### src/common/fetch_pkg.sv
// shared types and constants of the instruction fetch subsystem
// exc_cause_e lists only the causes the fetch path has to tell apart
// the bus is 32 bits wide, at most one request outstanding
package fetch_pkg;

  //////////////////////////////////////////////////
  // bus geometry and boot
  localparam int unsigned BUS_AW = 32;  // instr address width
  localparam int unsigned BUS_DW = 32;  // instr data width

  localparam logic [31:0] BOOT_OFFSET = 32'h0000_0080;  // first fetch past boot_addr

  //////////////////////////////////////////////////
  // pc and handler selects
  typedef enum logic [2:0] {
    PC_BOOT = 3'd0,
    PC_JUMP = 3'd1,
    PC_EXC  = 3'd2,
    PC_ERET = 3'd3,  // back to mepc
    PC_DRET = 3'd4   // back to depc
  } pc_sel_e;

  typedef enum logic [1:0] {
    EXC_PC_EXC     = 2'd0,  // mtvec base
    EXC_PC_IRQ     = 2'd1,  // vectored irq entry
    EXC_PC_DBD     = 2'd2,  // debug halt
    EXC_PC_DBG_EXC = 2'd3   // exception while in debug mode
  } exc_pc_sel_e;

  // msb set for interrupts, [4:0] is the irq id
  typedef enum logic [5:0] {
    EXC_CAUSE_IRQ_SOFTWARE_M     = 6'b1_00011,
    EXC_CAUSE_IRQ_TIMER_M        = 6'b1_00111,
    EXC_CAUSE_IRQ_EXTERNAL_M     = 6'b1_01011,
    EXC_CAUSE_IRQ_FAST_0         = 6'b1_10000,
    EXC_CAUSE_IRQ_NM             = 6'b1_11111,
    EXC_CAUSE_INSTR_ACCESS_FAULT = 6'b0_00001,
    EXC_CAUSE_ILLEGAL_INSN       = 6'b0_00010,
    EXC_CAUSE_BREAKPOINT         = 6'b0_00011,
    EXC_CAUSE_ECALL_MMODE        = 6'b0_01011
  } exc_cause_e;

  // rv32i major opcodes produced by the rvc expander
  typedef enum logic [6:0] {
    OPC_LOAD   = 7'h03,
    OPC_OP_IMM = 7'h13,
    OPC_STORE  = 7'h23,
    OPC_OP     = 7'h33,
    OPC_LUI    = 7'h37,
    OPC_JAL    = 7'h6f
  } opcode_e;

  // one fetched word, whole or as two halves
  typedef union packed {
    logic [31:0] word;
    struct packed {
      logic [15:0] hi;  // upper halfword, pc+2
      logic [15:0] lo;  // lower halfword
    } half;
  } fetch_word_u;

endpackage

### src/common/fetch_if.sv
// link between the IF stage and the prefetch buffer
// a branch pulse flushes the buffer, branch_addr must be halfword aligned
// rdata holds a 32-bit instr or a compressed one in its low half
`timescale 1ns/1ps

interface fetch_if import fetch_pkg::*; ();

  logic              branch;       // restart fetch, one cycle pulse
  logic [BUS_AW-1:0] branch_addr;
  logic              ready;        // stage takes the instr
  logic              valid;
  logic [31:0]       rdata;
  logic [BUS_AW-1:0] addr;         // pc of rdata
  logic              err;          // bus error on any word used

  modport stage (
    output branch, branch_addr, ready,
    input  valid, rdata, addr, err
  );

  modport buffer (
    input  branch, branch_addr, ready,
    output valid, rdata, addr, err
  );

endinterface

### src/fetch/fetch_compressed_decoder.sv
// rvc expander for c.addi/c.nop, c.li, c.lui, c.mv, c.add, c.lw, c.sw and c.j
// every other compressed encoding is flagged illegal, instr_o is then don't-care
// 32-bit instructions pass through unchanged
`timescale 1ns/1ps

module fetch_compressed_decoder import fetch_pkg::*; (
  input  logic        clk_i,
  input  logic        rst_ni,
  input  logic        valid_i,
  input  logic [31:0] instr_i,
  output logic [31:0] instr_o,
  output logic        is_compressed_o,
  output logic        illegal_instr_o
);

  logic [15:0] c;      // the compressed half
  logic [4:0]  rd;     // full rd / rs1 field
  logic [4:0]  rs2;    // full rs2 field
  logic [4:0]  rd_p;   // rd' / rs2', x8..x15
  logic [4:0]  rs1_p;  // rs1', x8..x15
  logic [11:0] imm6;   // sign extended 6 bit imm

  assign c     = instr_i[15:0];
  assign rd    = c[11:7];
  assign rs2   = c[6:2];
  assign rd_p  = {2'b01, c[4:2]};
  assign rs1_p = {2'b01, c[9:7]};
  assign imm6  = {{6{c[12]}}, c[12], c[6:2]};

  assign is_compressed_o = (instr_i[1:0] != 2'b11);

  always_comb begin
    instr_o         = is_compressed_o ? {16'h0000, c} : instr_i;
    illegal_instr_o = 1'b0;

    case (c[1:0])
      // quadrant 0
      2'b00: begin
        case (c[15:13])
          3'b010: begin  // c.lw, zero extended word offset
            instr_o = {5'b0, c[5], c[12:10], c[6], 2'b00, rs1_p, 3'b010, rd_p, OPC_LOAD};
          end
          3'b110: begin  // c.sw
            instr_o = {5'b0, c[5], c[12], rd_p, rs1_p, 3'b010,
                       c[11:10], c[6], 2'b00, OPC_STORE};
          end
          default: illegal_instr_o = 1'b1;  // c.addi4spn, fp ops, reserved
        endcase
      end

      // quadrant 1
      2'b01: begin
        case (c[15:13])
          3'b000: instr_o = {imm6, rd, 3'b000, rd, OPC_OP_IMM};    // c.addi, c.nop
          3'b010: instr_o = {imm6, 5'd0, 3'b000, rd, OPC_OP_IMM};  // c.li
          3'b011: begin
            instr_o = {{15{c[12]}}, c[6:2], rd, OPC_LUI};
            // rd=x2 is c.addi16sp, not supported
            // zero imm is reserved
            if (rd == 5'd2 || {c[12], c[6:2]} == 6'd0) begin
              illegal_instr_o = 1'b1;
            end
          end
          3'b101: begin  // c.j, jal x0
            instr_o = {c[12], c[8], c[10:9], c[6], c[7], c[2], c[11], c[5:3],
                       {9{c[12]}}, 5'd0, OPC_JAL};
          end
          default: illegal_instr_o = 1'b1;  // c.jal, alu ops, branches
        endcase
      end

      // quadrant 2
      2'b10: begin
        if (c[15:13] == 3'b100 && rs2 != 5'd0) begin
          // c.mv with bit 12 clear, c.add with it set
          instr_o = {7'b0, rs2, (c[12] ? rd : 5'd0), 3'b000, rd, OPC_OP};
        end else begin
          illegal_instr_o = 1'b1;  // c.jr, c.jalr, c.ebreak, sp loads and stores
        end
      end

      default: ;  // 32-bit, pass through
    endcase
  end

  //////////////////////////////////////////////////
  // assertions

  // upper half only matters for a 32-bit instr
  a_instr_known: assert property (@(posedge clk_i) disable iff (!rst_ni)
    valid_i |-> !$isunknown(c) && (is_compressed_o || !$isunknown(instr_i[31:16])))
    else $error("unknown instr while valid");

endmodule

### src/fetch/fetch_if_stage.sv
// IF stage: next-pc and handler muxes, prefetch buffer, rvc expander, IF-ID regs
// boot_addr_i must be 256 byte aligned, its low byte is ignored
// the first req_i after reset forces a fetch from the current mux target
`timescale 1ns/1ps

module fetch_if_stage import fetch_pkg::*; #(
  parameter logic [31:0] DmHaltAddr      = 32'h1A11_0800,
  parameter logic [31:0] DmExceptionAddr = 32'h1A11_0808
) (
  input  logic              clk_i,
  input  logic              rst_ni,
  input  logic              req_i,                // fetch enable
  input  logic              pc_set_i,             // take the mux target
  input  logic              instr_valid_clear_i,
  input  logic              id_in_ready_i,        // decode can take an instr
  input  pc_sel_e           pc_mux_i,
  input  exc_pc_sel_e       exc_pc_mux_i,
  input  exc_cause_e        exc_cause_i,
  input  logic [31:0]       boot_addr_i,
  input  logic [31:0]       jump_target_i,
  input  logic [31:0]       csr_mepc_i,
  input  logic [31:0]       csr_depc_i,
  input  logic [31:0]       csr_mtvec_i,
  output logic              instr_req_o,
  output logic [BUS_AW-1:0] instr_addr_o,
  input  logic              instr_gnt_i,
  input  logic              instr_rvalid_i,
  input  logic [BUS_DW-1:0] instr_rdata_i,
  input  logic              instr_err_i,
  output logic              instr_valid_id_o,
  output logic              instr_new_id_o,       // high the cycle after a load
  output logic [31:0]       instr_rdata_id_o,     // expanded instr
  output logic [15:0]       instr_rdata_c_id_o,   // raw half, for mtval
  output logic              instr_is_compressed_id_o,
  output logic              illegal_c_insn_id_o,
  output logic              instr_fetch_err_o,
  output logic [31:0]       pc_if_o,
  output logic [31:0]       pc_id_o,
  output logic              csr_mtvec_init_o,
  output logic              if_busy_o
);

  fetch_if     fif ();

  logic        offset_in_init_q, offset_in_init_d;  // nothing fetched since reset
  logic [31:0] exc_pc;
  logic [31:0] fetch_addr_n;
  logic        if_id_we;
  fetch_word_u fetch_word;
  logic [31:0] instr_expanded;
  logic        instr_is_compressed;
  logic        illegal_c_insn;

  //////////////////////////////////////////////////
  // target muxes
  always_comb begin
    case (exc_pc_mux_i)
      EXC_PC_IRQ:     exc_pc = {csr_mtvec_i[31:8], 1'b0, exc_cause_i[4:0], 2'b00};
      EXC_PC_DBD:     exc_pc = DmHaltAddr;
      EXC_PC_DBG_EXC: exc_pc = DmExceptionAddr;
      default:        exc_pc = {csr_mtvec_i[31:8], 8'h00};  // direct mode base
    endcase
  end

  always_comb begin
    case (pc_mux_i)
      PC_JUMP: fetch_addr_n = jump_target_i;
      PC_EXC:  fetch_addr_n = exc_pc;
      PC_ERET: fetch_addr_n = csr_mepc_i;
      PC_DRET: fetch_addr_n = csr_depc_i;
      default: fetch_addr_n = {boot_addr_i[31:8], 8'h00} + BOOT_OFFSET;
    endcase
  end

  assign csr_mtvec_init_o = pc_set_i & (pc_mux_i == PC_BOOT);  // boot also sets mtvec

  //////////////////////////////////////////////////
  // fetch control
  assign fif.branch      = pc_set_i | (offset_in_init_q & req_i);
  assign fif.branch_addr = {fetch_addr_n[31:1], 1'b0};
  assign offset_in_init_d = offset_in_init_q & ~req_i & ~pc_set_i;

  assign if_id_we  = fif.valid & req_i & id_in_ready_i & ~pc_set_i & ~offset_in_init_q;
  assign fif.ready = if_id_we;  // consume exactly what is loaded

  always_ff @(posedge clk_i or negedge rst_ni) begin
    if (!rst_ni) begin
      offset_in_init_q <= 1'b1;
    end else begin
      offset_in_init_q <= offset_in_init_d;
    end
  end

  fetch_prefetch_buffer u_prefetch_buffer (
    .clk_i          (clk_i),
    .rst_ni         (rst_ni),
    .req_i          (req_i),
    .fif            (fif.buffer),
    .instr_req_o    (instr_req_o),
    .instr_addr_o   (instr_addr_o),
    .instr_gnt_i    (instr_gnt_i),
    .instr_rvalid_i (instr_rvalid_i),
    .instr_rdata_i  (instr_rdata_i),
    .instr_err_i    (instr_err_i),
    .busy_o         (if_busy_o)
  );

  assign pc_if_o    = fif.addr;
  assign fetch_word = fif.rdata;

  fetch_compressed_decoder u_compressed_decoder (
    .clk_i           (clk_i),
    .rst_ni          (rst_ni),
    .valid_i         (fif.valid),
    .instr_i         (fif.rdata),
    .instr_o         (instr_expanded),
    .is_compressed_o (instr_is_compressed),
    .illegal_instr_o (illegal_c_insn)
  );

  //////////////////////////////////////////////////
  // IF-ID registers, frozen while decode stalls
  always_ff @(posedge clk_i or negedge rst_ni) begin
    if (!rst_ni) begin
      instr_valid_id_o <= 1'b0;
      instr_new_id_o   <= 1'b0;
    end else begin
      instr_new_id_o <= if_id_we;
      if (if_id_we) begin
        instr_valid_id_o <= 1'b1;
      end else if (instr_valid_clear_i) begin
        instr_valid_id_o <= 1'b0;  // load wins over clear
      end
    end
  end

  always_ff @(posedge clk_i) begin
    if (if_id_we) begin
      instr_rdata_id_o         <= instr_expanded;
      instr_rdata_c_id_o       <= fetch_word.half.lo;
      instr_is_compressed_id_o <= instr_is_compressed;
      illegal_c_insn_id_o      <= illegal_c_insn;
      instr_fetch_err_o        <= fif.err;
      pc_id_o                  <= pc_if_o;
    end
  end

  //////////////////////////////////////////////////
  // assertions

  a_pc_mux_legal: assert property (@(posedge clk_i) disable iff (!rst_ni)
    pc_set_i |-> pc_mux_i inside {PC_BOOT, PC_JUMP, PC_EXC, PC_ERET, PC_DRET})
    else $error("illegal pc_mux_i");

  a_boot_aligned: assert property (@(posedge clk_i) disable iff (!rst_ni)
    boot_addr_i[7:0] == 8'h00)
    else $error("boot_addr_i not 256 byte aligned");

  a_err_with_rvalid: assert property (@(posedge clk_i) disable iff (!rst_ni)
    instr_err_i |-> instr_rvalid_i)
    else $error("instr_err_i without instr_rvalid_i");

  a_req_addr_ok: assert property (@(posedge clk_i) disable iff (!rst_ni)
    instr_req_o |-> !$isunknown(instr_addr_o) && (instr_addr_o[1:0] == 2'b00))
    else $error("request addr unknown or not word aligned");

endmodule

### src/fetch/fetch_prefetch_buffer.sv
// word fetcher with a two-entry queue and halfword realigner
// one request at a time, a request pending at a branch is finished and its data dropped
// so the first request after such a branch starts only once the bus is free
`timescale 1ns/1ps

module fetch_prefetch_buffer import fetch_pkg::*; (
  input  logic              clk_i,
  input  logic              rst_ni,
  input  logic              req_i,
  fetch_if.buffer           fif,
  output logic              instr_req_o,
  output logic [BUS_AW-1:0] instr_addr_o,
  input  logic              instr_gnt_i,
  input  logic              instr_rvalid_i,
  input  logic [BUS_DW-1:0] instr_rdata_i,
  input  logic              instr_err_i,
  output logic              busy_o
);

  logic                   req_q, req_d;            // bus request up
  logic [BUS_AW-1:0]      req_addr_q, req_addr_d;
  logic                   outst_q, outst_d;        // granted, waiting for rvalid
  logic                   discard_q, discard_d;    // in-flight word is stale
  logic [BUS_AW-1:0]      fetch_addr_q, fetch_addr_d;  // next word to ask for
  logic [BUS_AW-1:0]      addr_q, addr_d;          // pc of the head instr
  logic [1:0]             count_q, count_d;        // words queued
  fetch_word_u [1:0]      word_q, word_d;          // [0] is the head
  logic [1:0]             err_q, err_d;

  fetch_word_u            head, next;
  logic                   head_c, straddle;
  logic                   consume, pop, push;
  logic                   hold, issue;
  logic [BUS_AW-1:0]      base;

  //////////////////////////////////////////////////
  // realigner
  assign head     = word_q[0];
  assign next     = word_q[1];
  assign head_c   = addr_q[1] ? (head.half.hi[1:0] != 2'b11)
                              : (head.half.lo[1:0] != 2'b11);
  assign straddle = addr_q[1] & ~head_c;  // 32-bit instr across two words

  assign fif.valid = straddle ? (count_q == 2'd2) : (count_q != 2'd0);
  assign fif.rdata = addr_q[1] ? {next.half.lo, head.half.hi} : head.word;
  assign fif.addr  = addr_q;
  assign fif.err   = err_q[0] | (straddle & err_q[1]);

  assign consume = fif.valid & fif.ready & ~fif.branch;
  assign pop     = consume & (addr_q[1] | ~head_c);  // head word used up
  assign push    = outst_q & instr_rvalid_i & ~discard_q & ~fif.branch;

  always_comb begin
    addr_d = addr_q;
    if (fif.branch) begin
      addr_d = fif.branch_addr;
    end else if (consume) begin
      addr_d = addr_q + (head_c ? 32'd2 : 32'd4);
    end
  end

  // shift out on pop, then append the response
  always_comb begin
    word_d  = word_q;
    err_d   = err_q;
    count_d = count_q;
    if (pop) begin
      word_d[0] = word_q[1];
      err_d[0]  = err_q[1];
      count_d   = count_d - 2'd1;
    end
    if (push) begin
      word_d[count_d[0]] = instr_rdata_i;
      err_d[count_d[0]]  = instr_err_i;
      count_d            = count_d + 2'd1;
    end
    if (fif.branch) count_d = 2'd0;  // flush
  end

  //////////////////////////////////////////////////
  // bus requester
  assign hold  = req_q & ~instr_gnt_i;  // addr must stay until grant
  assign base  = fif.branch ? {fif.branch_addr[BUS_AW-1:2], 2'b00} : fetch_addr_q;
  assign issue = ~req_q & ~(outst_q & ~instr_rvalid_i) & req_i & (count_d != 2'd2);

  assign req_d        = hold | issue;
  assign req_addr_d   = issue ? base : req_addr_q;
  assign fetch_addr_d = issue ? base + 32'd4 : base;
  assign outst_d      = (req_q & instr_gnt_i) | (outst_q & ~instr_rvalid_i);

  always_comb begin
    discard_d = discard_q;
    if (fif.branch && (req_q || (outst_q && !instr_rvalid_i))) begin
      discard_d = 1'b1;  // old stream still on the bus
    end else if (outst_q && instr_rvalid_i) begin
      discard_d = 1'b0;
    end
  end

  always_ff @(posedge clk_i or negedge rst_ni) begin
    if (!rst_ni) begin
      req_q        <= 1'b0;
      outst_q      <= 1'b0;
      discard_q    <= 1'b0;
      count_q      <= 2'd0;
      addr_q       <= '0;
      fetch_addr_q <= '0;
    end else begin
      req_q        <= req_d;
      outst_q      <= outst_d;
      discard_q    <= discard_d;
      count_q      <= count_d;
      addr_q       <= addr_d;
      fetch_addr_q <= fetch_addr_d;
    end
  end

  always_ff @(posedge clk_i) begin
    word_q     <= word_d;
    err_q      <= err_d;
    req_addr_q <= req_addr_d;
  end

  assign instr_req_o  = req_q;
  assign instr_addr_o = req_addr_q;
  assign busy_o       = req_q | outst_q;

  //////////////////////////////////////////////////
  // assertions

  // room was checked when the word was requested, cycles earlier
  a_queue_no_overflow: assert property (@(posedge clk_i) disable iff (!rst_ni)
    push |-> (count_q != 2'd2) || pop)
    else $error("prefetch queue overflow");

  a_valid_addr_known: assert property (@(posedge clk_i) disable iff (!rst_ni)
    fif.valid |-> !$isunknown(fif.addr))
    else $error("fetch valid with unknown addr");

endmodule

### src/verilog/fetch_top.sv
// top of the fetch subsystem, plain ports only
// debug module addresses are set here and passed down
`timescale 1ns/1ps

module fetch_top import fetch_pkg::*; #(
  parameter logic [31:0] DmHaltAddr      = 32'h1A11_0800,
  parameter logic [31:0] DmExceptionAddr = 32'h1A11_0808
) (
  input  logic              clk_i,
  input  logic              rst_ni,
  // instruction bus
  output logic              instr_req_o,
  output logic [BUS_AW-1:0] instr_addr_o,
  input  logic              instr_gnt_i,
  input  logic              instr_rvalid_i,
  input  logic [BUS_DW-1:0] instr_rdata_i,
  input  logic              instr_err_i,
  // to decode
  output logic              instr_valid_id_o,
  output logic              instr_new_id_o,
  output logic [31:0]       instr_rdata_id_o,
  output logic [15:0]       instr_rdata_c_id_o,
  output logic              instr_is_compressed_id_o,
  output logic              illegal_c_insn_id_o,
  output logic              instr_fetch_err_o,
  output logic [31:0]       pc_if_o,
  output logic [31:0]       pc_id_o,
  // control
  input  logic              req_i,
  input  logic              pc_set_i,
  input  pc_sel_e           pc_mux_i,
  input  exc_pc_sel_e       exc_pc_mux_i,
  input  exc_cause_e        exc_cause_i,
  input  logic [31:0]       jump_target_i,
  input  logic [31:0]       csr_mepc_i,
  input  logic [31:0]       csr_depc_i,
  input  logic [31:0]       csr_mtvec_i,
  input  logic [31:0]       boot_addr_i,
  input  logic              instr_valid_clear_i,
  input  logic              id_in_ready_i,
  output logic              csr_mtvec_init_o,
  output logic              if_busy_o
);

  fetch_if_stage #(
    .DmHaltAddr      (DmHaltAddr),
    .DmExceptionAddr (DmExceptionAddr)
  ) u_if_stage (
    .clk_i                    (clk_i),
    .rst_ni                   (rst_ni),
    .req_i                    (req_i),
    .pc_set_i                 (pc_set_i),
    .instr_valid_clear_i      (instr_valid_clear_i),
    .id_in_ready_i            (id_in_ready_i),
    .pc_mux_i                 (pc_mux_i),
    .exc_pc_mux_i             (exc_pc_mux_i),
    .exc_cause_i              (exc_cause_i),
    .boot_addr_i              (boot_addr_i),
    .jump_target_i            (jump_target_i),
    .csr_mepc_i               (csr_mepc_i),
    .csr_depc_i               (csr_depc_i),
    .csr_mtvec_i              (csr_mtvec_i),
    .instr_req_o              (instr_req_o),
    .instr_addr_o             (instr_addr_o),
    .instr_gnt_i              (instr_gnt_i),
    .instr_rvalid_i           (instr_rvalid_i),
    .instr_rdata_i            (instr_rdata_i),
    .instr_err_i              (instr_err_i),
    .instr_valid_id_o         (instr_valid_id_o),
    .instr_new_id_o           (instr_new_id_o),
    .instr_rdata_id_o         (instr_rdata_id_o),
    .instr_rdata_c_id_o       (instr_rdata_c_id_o),
    .instr_is_compressed_id_o (instr_is_compressed_id_o),
    .illegal_c_insn_id_o      (illegal_c_insn_id_o),
    .instr_fetch_err_o        (instr_fetch_err_o),
    .pc_if_o                  (pc_if_o),
    .pc_id_o                  (pc_id_o),
    .csr_mtvec_init_o         (csr_mtvec_init_o),
    .if_busy_o                (if_busy_o)
  );

endmodule
### config.mk
export PLATFORM = sky130hd
export DESIGN_NAME = fetch_top
export DESIGN_NICKNAME = d
export VERILOG_FILES = /design/src/common/fetch_pkg.sv /design/src/common/fetch_if.sv /design/src/fetch/fetch_compressed_decoder.sv /design/src/fetch/fetch_if_stage.sv /design/src/fetch/fetch_prefetch_buffer.sv /design/src/verilog/fetch_top.sv
export SDC_FILE = /design/constraint.sdc
export NUM_CORES = 1
export LEC_CHECK = 0
export ABC_AREA = 1
export BUFFER_PORTS_ARGS = -buffer_cell sky130_fd_sc_hd__buf_2
export CORE_ASPECT_RATIO = 1.25
export CORE_MARGIN = 2
export CORE_UTILIZATION = 25
export DETAILED_ROUTE_END_ITERATION = 16
export HOLD_SLACK_MARGIN = 0.02
export PLACE_DENSITY = 0.43
export SYNTH_ARGS = -nofsm -noshare
export SYNTH_HDL_FRONTEND = slang
export SYNTH_HIERARCHICAL = 1
export SYNTH_SLANG_ARGS = --single-unit
### constraint.sdc
create_clock -name clk_i -period 19.45 [get_ports clk_i]
set_clock_uncertainty 0.15 [all_clocks]
set_input_delay 4.8625 -clock clk_i [delete_from_list [all_inputs] [get_ports clk_i]]
set_output_delay 4.8625 -clock clk_i [all_outputs]
set_load 0.005 [all_outputs]
==> metrics.txt <==
run status=finished clean; layout cells sized above 1=0.223; Async S/R FF share, synth=0.285; CP Launch Type=input port; largest net degree at the start of global routing=between 80 and 90; pre-CTS setup slack=8.51 ns; synthesized area=~14,000 sq um; grt met2 use=0.365; cell area power density=about 120 nW/um^2; Post-synth EDFFs=148; final hold violations=0; register bit total from synthesis=approximately 250; CP endpoint kind=primary output; CTS H-Tree Depth=2; dpl cells=2,830; final setup vio count=0; post-synthesis instance total=around 1,800; DIE HEIGHT=269 um; non-filler cells, final=2,894; vias per inst=approximately 4.7; commonest non-fill, non-tap cell in the layout=nand2_1; post-synthesis cell type count=52; most frequent cells in the layout=nand2_1, buf_2, nor2_1, nand3_1; RePlAce Congestion=around 0.89; Root Buffer=clkbuf_16; Final Cycle Share=0.564; hold wc startpoint=u_if_stage/u_prefetch_buffer/fif.addr[15]$_DFFE_PN0N_; # IOs=around 360; first-pass GRT wire length=85,700 um; GRT Util Overall=0.199; initial antenna violation count=3; wire length per cell=between 20 and 25 um; minimum hold slack=about 0.32 ns; worst flop-to-flop path startpoint=u_if_stage/u_prefetch_buffer/fif.addr[1]$_DFFE_PN0N_; Static Leak=roughly 8 nW; worst rel slew slack=0.263; full die area=57,900 sq um; Initial DRC Count=approximately 730; post-cts resize count=0; syn nets=between 2,000 and 2,500; # fillers=6,111; Worst-Margin Slew=1.10 ns; Initial Utilization=0.251; area growth from synthesis to layout=24.7%; Routed Antenna Nets=0; R2R depth=27; CTS Buf Count=34; clock tree buffer depth=3; Port-buffer cells=around 340; Final nets=between 2,000 and 2,500; Die Wd=~220 um; cts hold-fix bufs=0; drt first pass iters=5; hold path depth=0; Skew-Pair Late Insertion Delay=0.54 ns; global routing usage on met3=0.0405; worst setup margin=8.49 ns; Rows=between 90 and 100; drt total wl=between 50,000 and 60,000 um; gr ovfl total=0; Peak supply drop=0.0512 mV; Min-Delay Endpoint=u_if_stage/pc_id_o[15]$_DFFE_PP_; Core Area=between 50,000 and 60,000 sq um; pins over their slew limit=0; yosys warns=6; CTS sink cnt=around 250; Most used DFF post-synth=edfxtp_1; RSZ-0062 raised after global routing=false; Yosys top cell by area=edfxtp_1; setup TNS=0 ns; Yosys top cell area share=0.317; R2R Setup Slk=around 13 ns; vias in the first global route=between 10,000 and 15,000; fin crit period=~11 ns; HPWL Detailed=44,400 um; DRC violation count after routing=0; grt met1 use=0.224; CTS clk-pin slew, worst paths=approximately 0.060 ns; FF-to-FF End=u_if_stage/u_prefetch_buffer/instr_addr_o[6]$_DFFE_PP_; Worst EP required=roughly 14 ns; average cell area after synthesis=around 8 sq um; Seq/Total Area, Yosys=0.493; CP Class=input port to primary output; max-cap viol count=0; via count=13,500; Area contributors post-synth=edfxtp_1, nand2_1, dfrtp_1; Hold/Removal Path Class=flop to flop; CTS tree=built; Post-CTS Setup Bufs=0; busiest grt layer=met2; Fmax=approximately 0.091 GHz; Crit Path Max Fanout=28; Worst EP arrival=a little under 6 ns
## through the flow
step	power, mW	cell area (sq um)	util
after floorplan	1.14	14000	-
after global placement	1.42	16400	0.294
after detailed placement	1.42	16400	0.294
after CTS	2.05	17500	0.313
after global routing	2.15	17500	0.313
final	2.02	17500	0.313
## worst max-delay path, stage by stage
cell and delay, ns:
buf_2 0.53, inv_4 0.17, nand2_2 0.16, nor3_1 0.05
buf_2 0.17
## where the power goes
group	internal, mW	switching, mW	total, mW
Sequential	0.679	0.0542	0.733
Clock	0.370	0.248	0.618
Combinational	0.193	0.475	0.668
Total	1.24	0.777	2.02
## cells in the mapped netlist (all sizes together), types with 3 or more instances
| library cell | n |
|---|---|
| nor3 | 19 |
| dfrtp | 71 |
| o211ai | 18 |
| a31oi | 35 |
| nand2 | 667 |
| buf | 48 |
| nand3 | 180 |
| xor2 | 25 |
| nand4 | 64 |
| ha | 6 |
| edfxtp | 148 |
| xnor2 | 8 |
| or2 | 3 |
| nor2 | 216 |
| clkbuf | 25 |
| o22ai | 3 |
| a21oi | 11 |
| dfxtp | 33 |
| inv | 160 |
| and3 | 3 |
| o21ai | 40 |
## cell families after synthesis
logic type                 Yosys count  share of synthesized area
other                                1                   0.000268
AOI/OAI and AO/OA                  115                     0.0494
xor gates and xnor gates            33                     0.0206
buffers and inverters              235                     0.0741
adders and majority gates            7                    0.00679
and+or+nand+nor                   1156                      0.356
DFF                                253                      0.493
## routing by layer
| layer | share of wire | wire length, um |
|---|---|---|
| met1 | 0.39 | 22600 |
| met2 | 0.51 | 29900 |
| met3 | 0.060 | 3470 |
| met4 | 0.040 | 2340 |
| met5 | 0 | 0 |
## how the worst max path moves through the flow
stage / slack, ns / startpoint / end
finish: 8.49 / pc_mux_i[1] / csr_mtvec_init_o
global route: 8.45 / pc_mux_i[1] / csr_mtvec_init_o
CTS: 8.51 / pc_mux_i[1] / csr_mtvec_init_o
detailed placement: 8.51 / pc_mux_i[1] / csr_mtvec_init_o
global placement: 8.50 / pc_mux_i[1] / csr_mtvec_init_o
floorplan: 9.07 / pc_mux_i[2] / csr_mtvec_init_o
## state kept, by name (all words and copies together) (netlist names)
register,flops
u_if_stage/u_prefetch_buffer/head,32
u_if_stage/u_prefetch_buffer/count_q,2
u_if_stage/instr_valid_id_o,1
u_if_stage/instr_fetch_err_o,1
u_if_stage/u_prefetch_buffer/err_q,2
u_if_stage/u_prefetch_buffer/fif.addr,32
u_if_stage/instr_rdata_id_o,32
u_if_stage/u_prefetch_buffer/outst_q,1
u_if_stage/offset_in_init_q,1
u_if_stage/u_prefetch_buffer/next,32
u_if_stage/instr_new_id_o,1
u_if_stage/u_prefetch_buffer/fetch_addr_q,32
u_if_stage/illegal_c_insn_id_o,1
u_if_stage/instr_is_compressed_id_o,1
u_if_stage/pc_id_o,32
u_if_stage/u_prefetch_buffer/instr_req_o,1
u_if_stage/instr_rdata_c_id_o,16
u_if_stage/u_prefetch_buffer/discard_q,1
u_if_stage/u_prefetch_buffer/instr_addr_o,32
## area by class of cell
| class | count | area, sq um | share of cell area |
|---|---|---|---|
| diodes | 3 | 7.51 | 0.000430 |
| clock buffers | 47 | 951 | 0.0545 |
| clock inverters | 14 | 133 | 0.00760 |
| inverters | 162 | 616 | 0.0353 |
| multi-input cells | 1312 | 6060 | 0.347 |
| flip-flops and latches | 253 | 6910 | 0.396 |
| well taps | 742 | 928 | 0.0532 |
| repair buffers | 361 | 1850 | 0.106 |
Note: power is estimated with default switching activity, not from simulation.
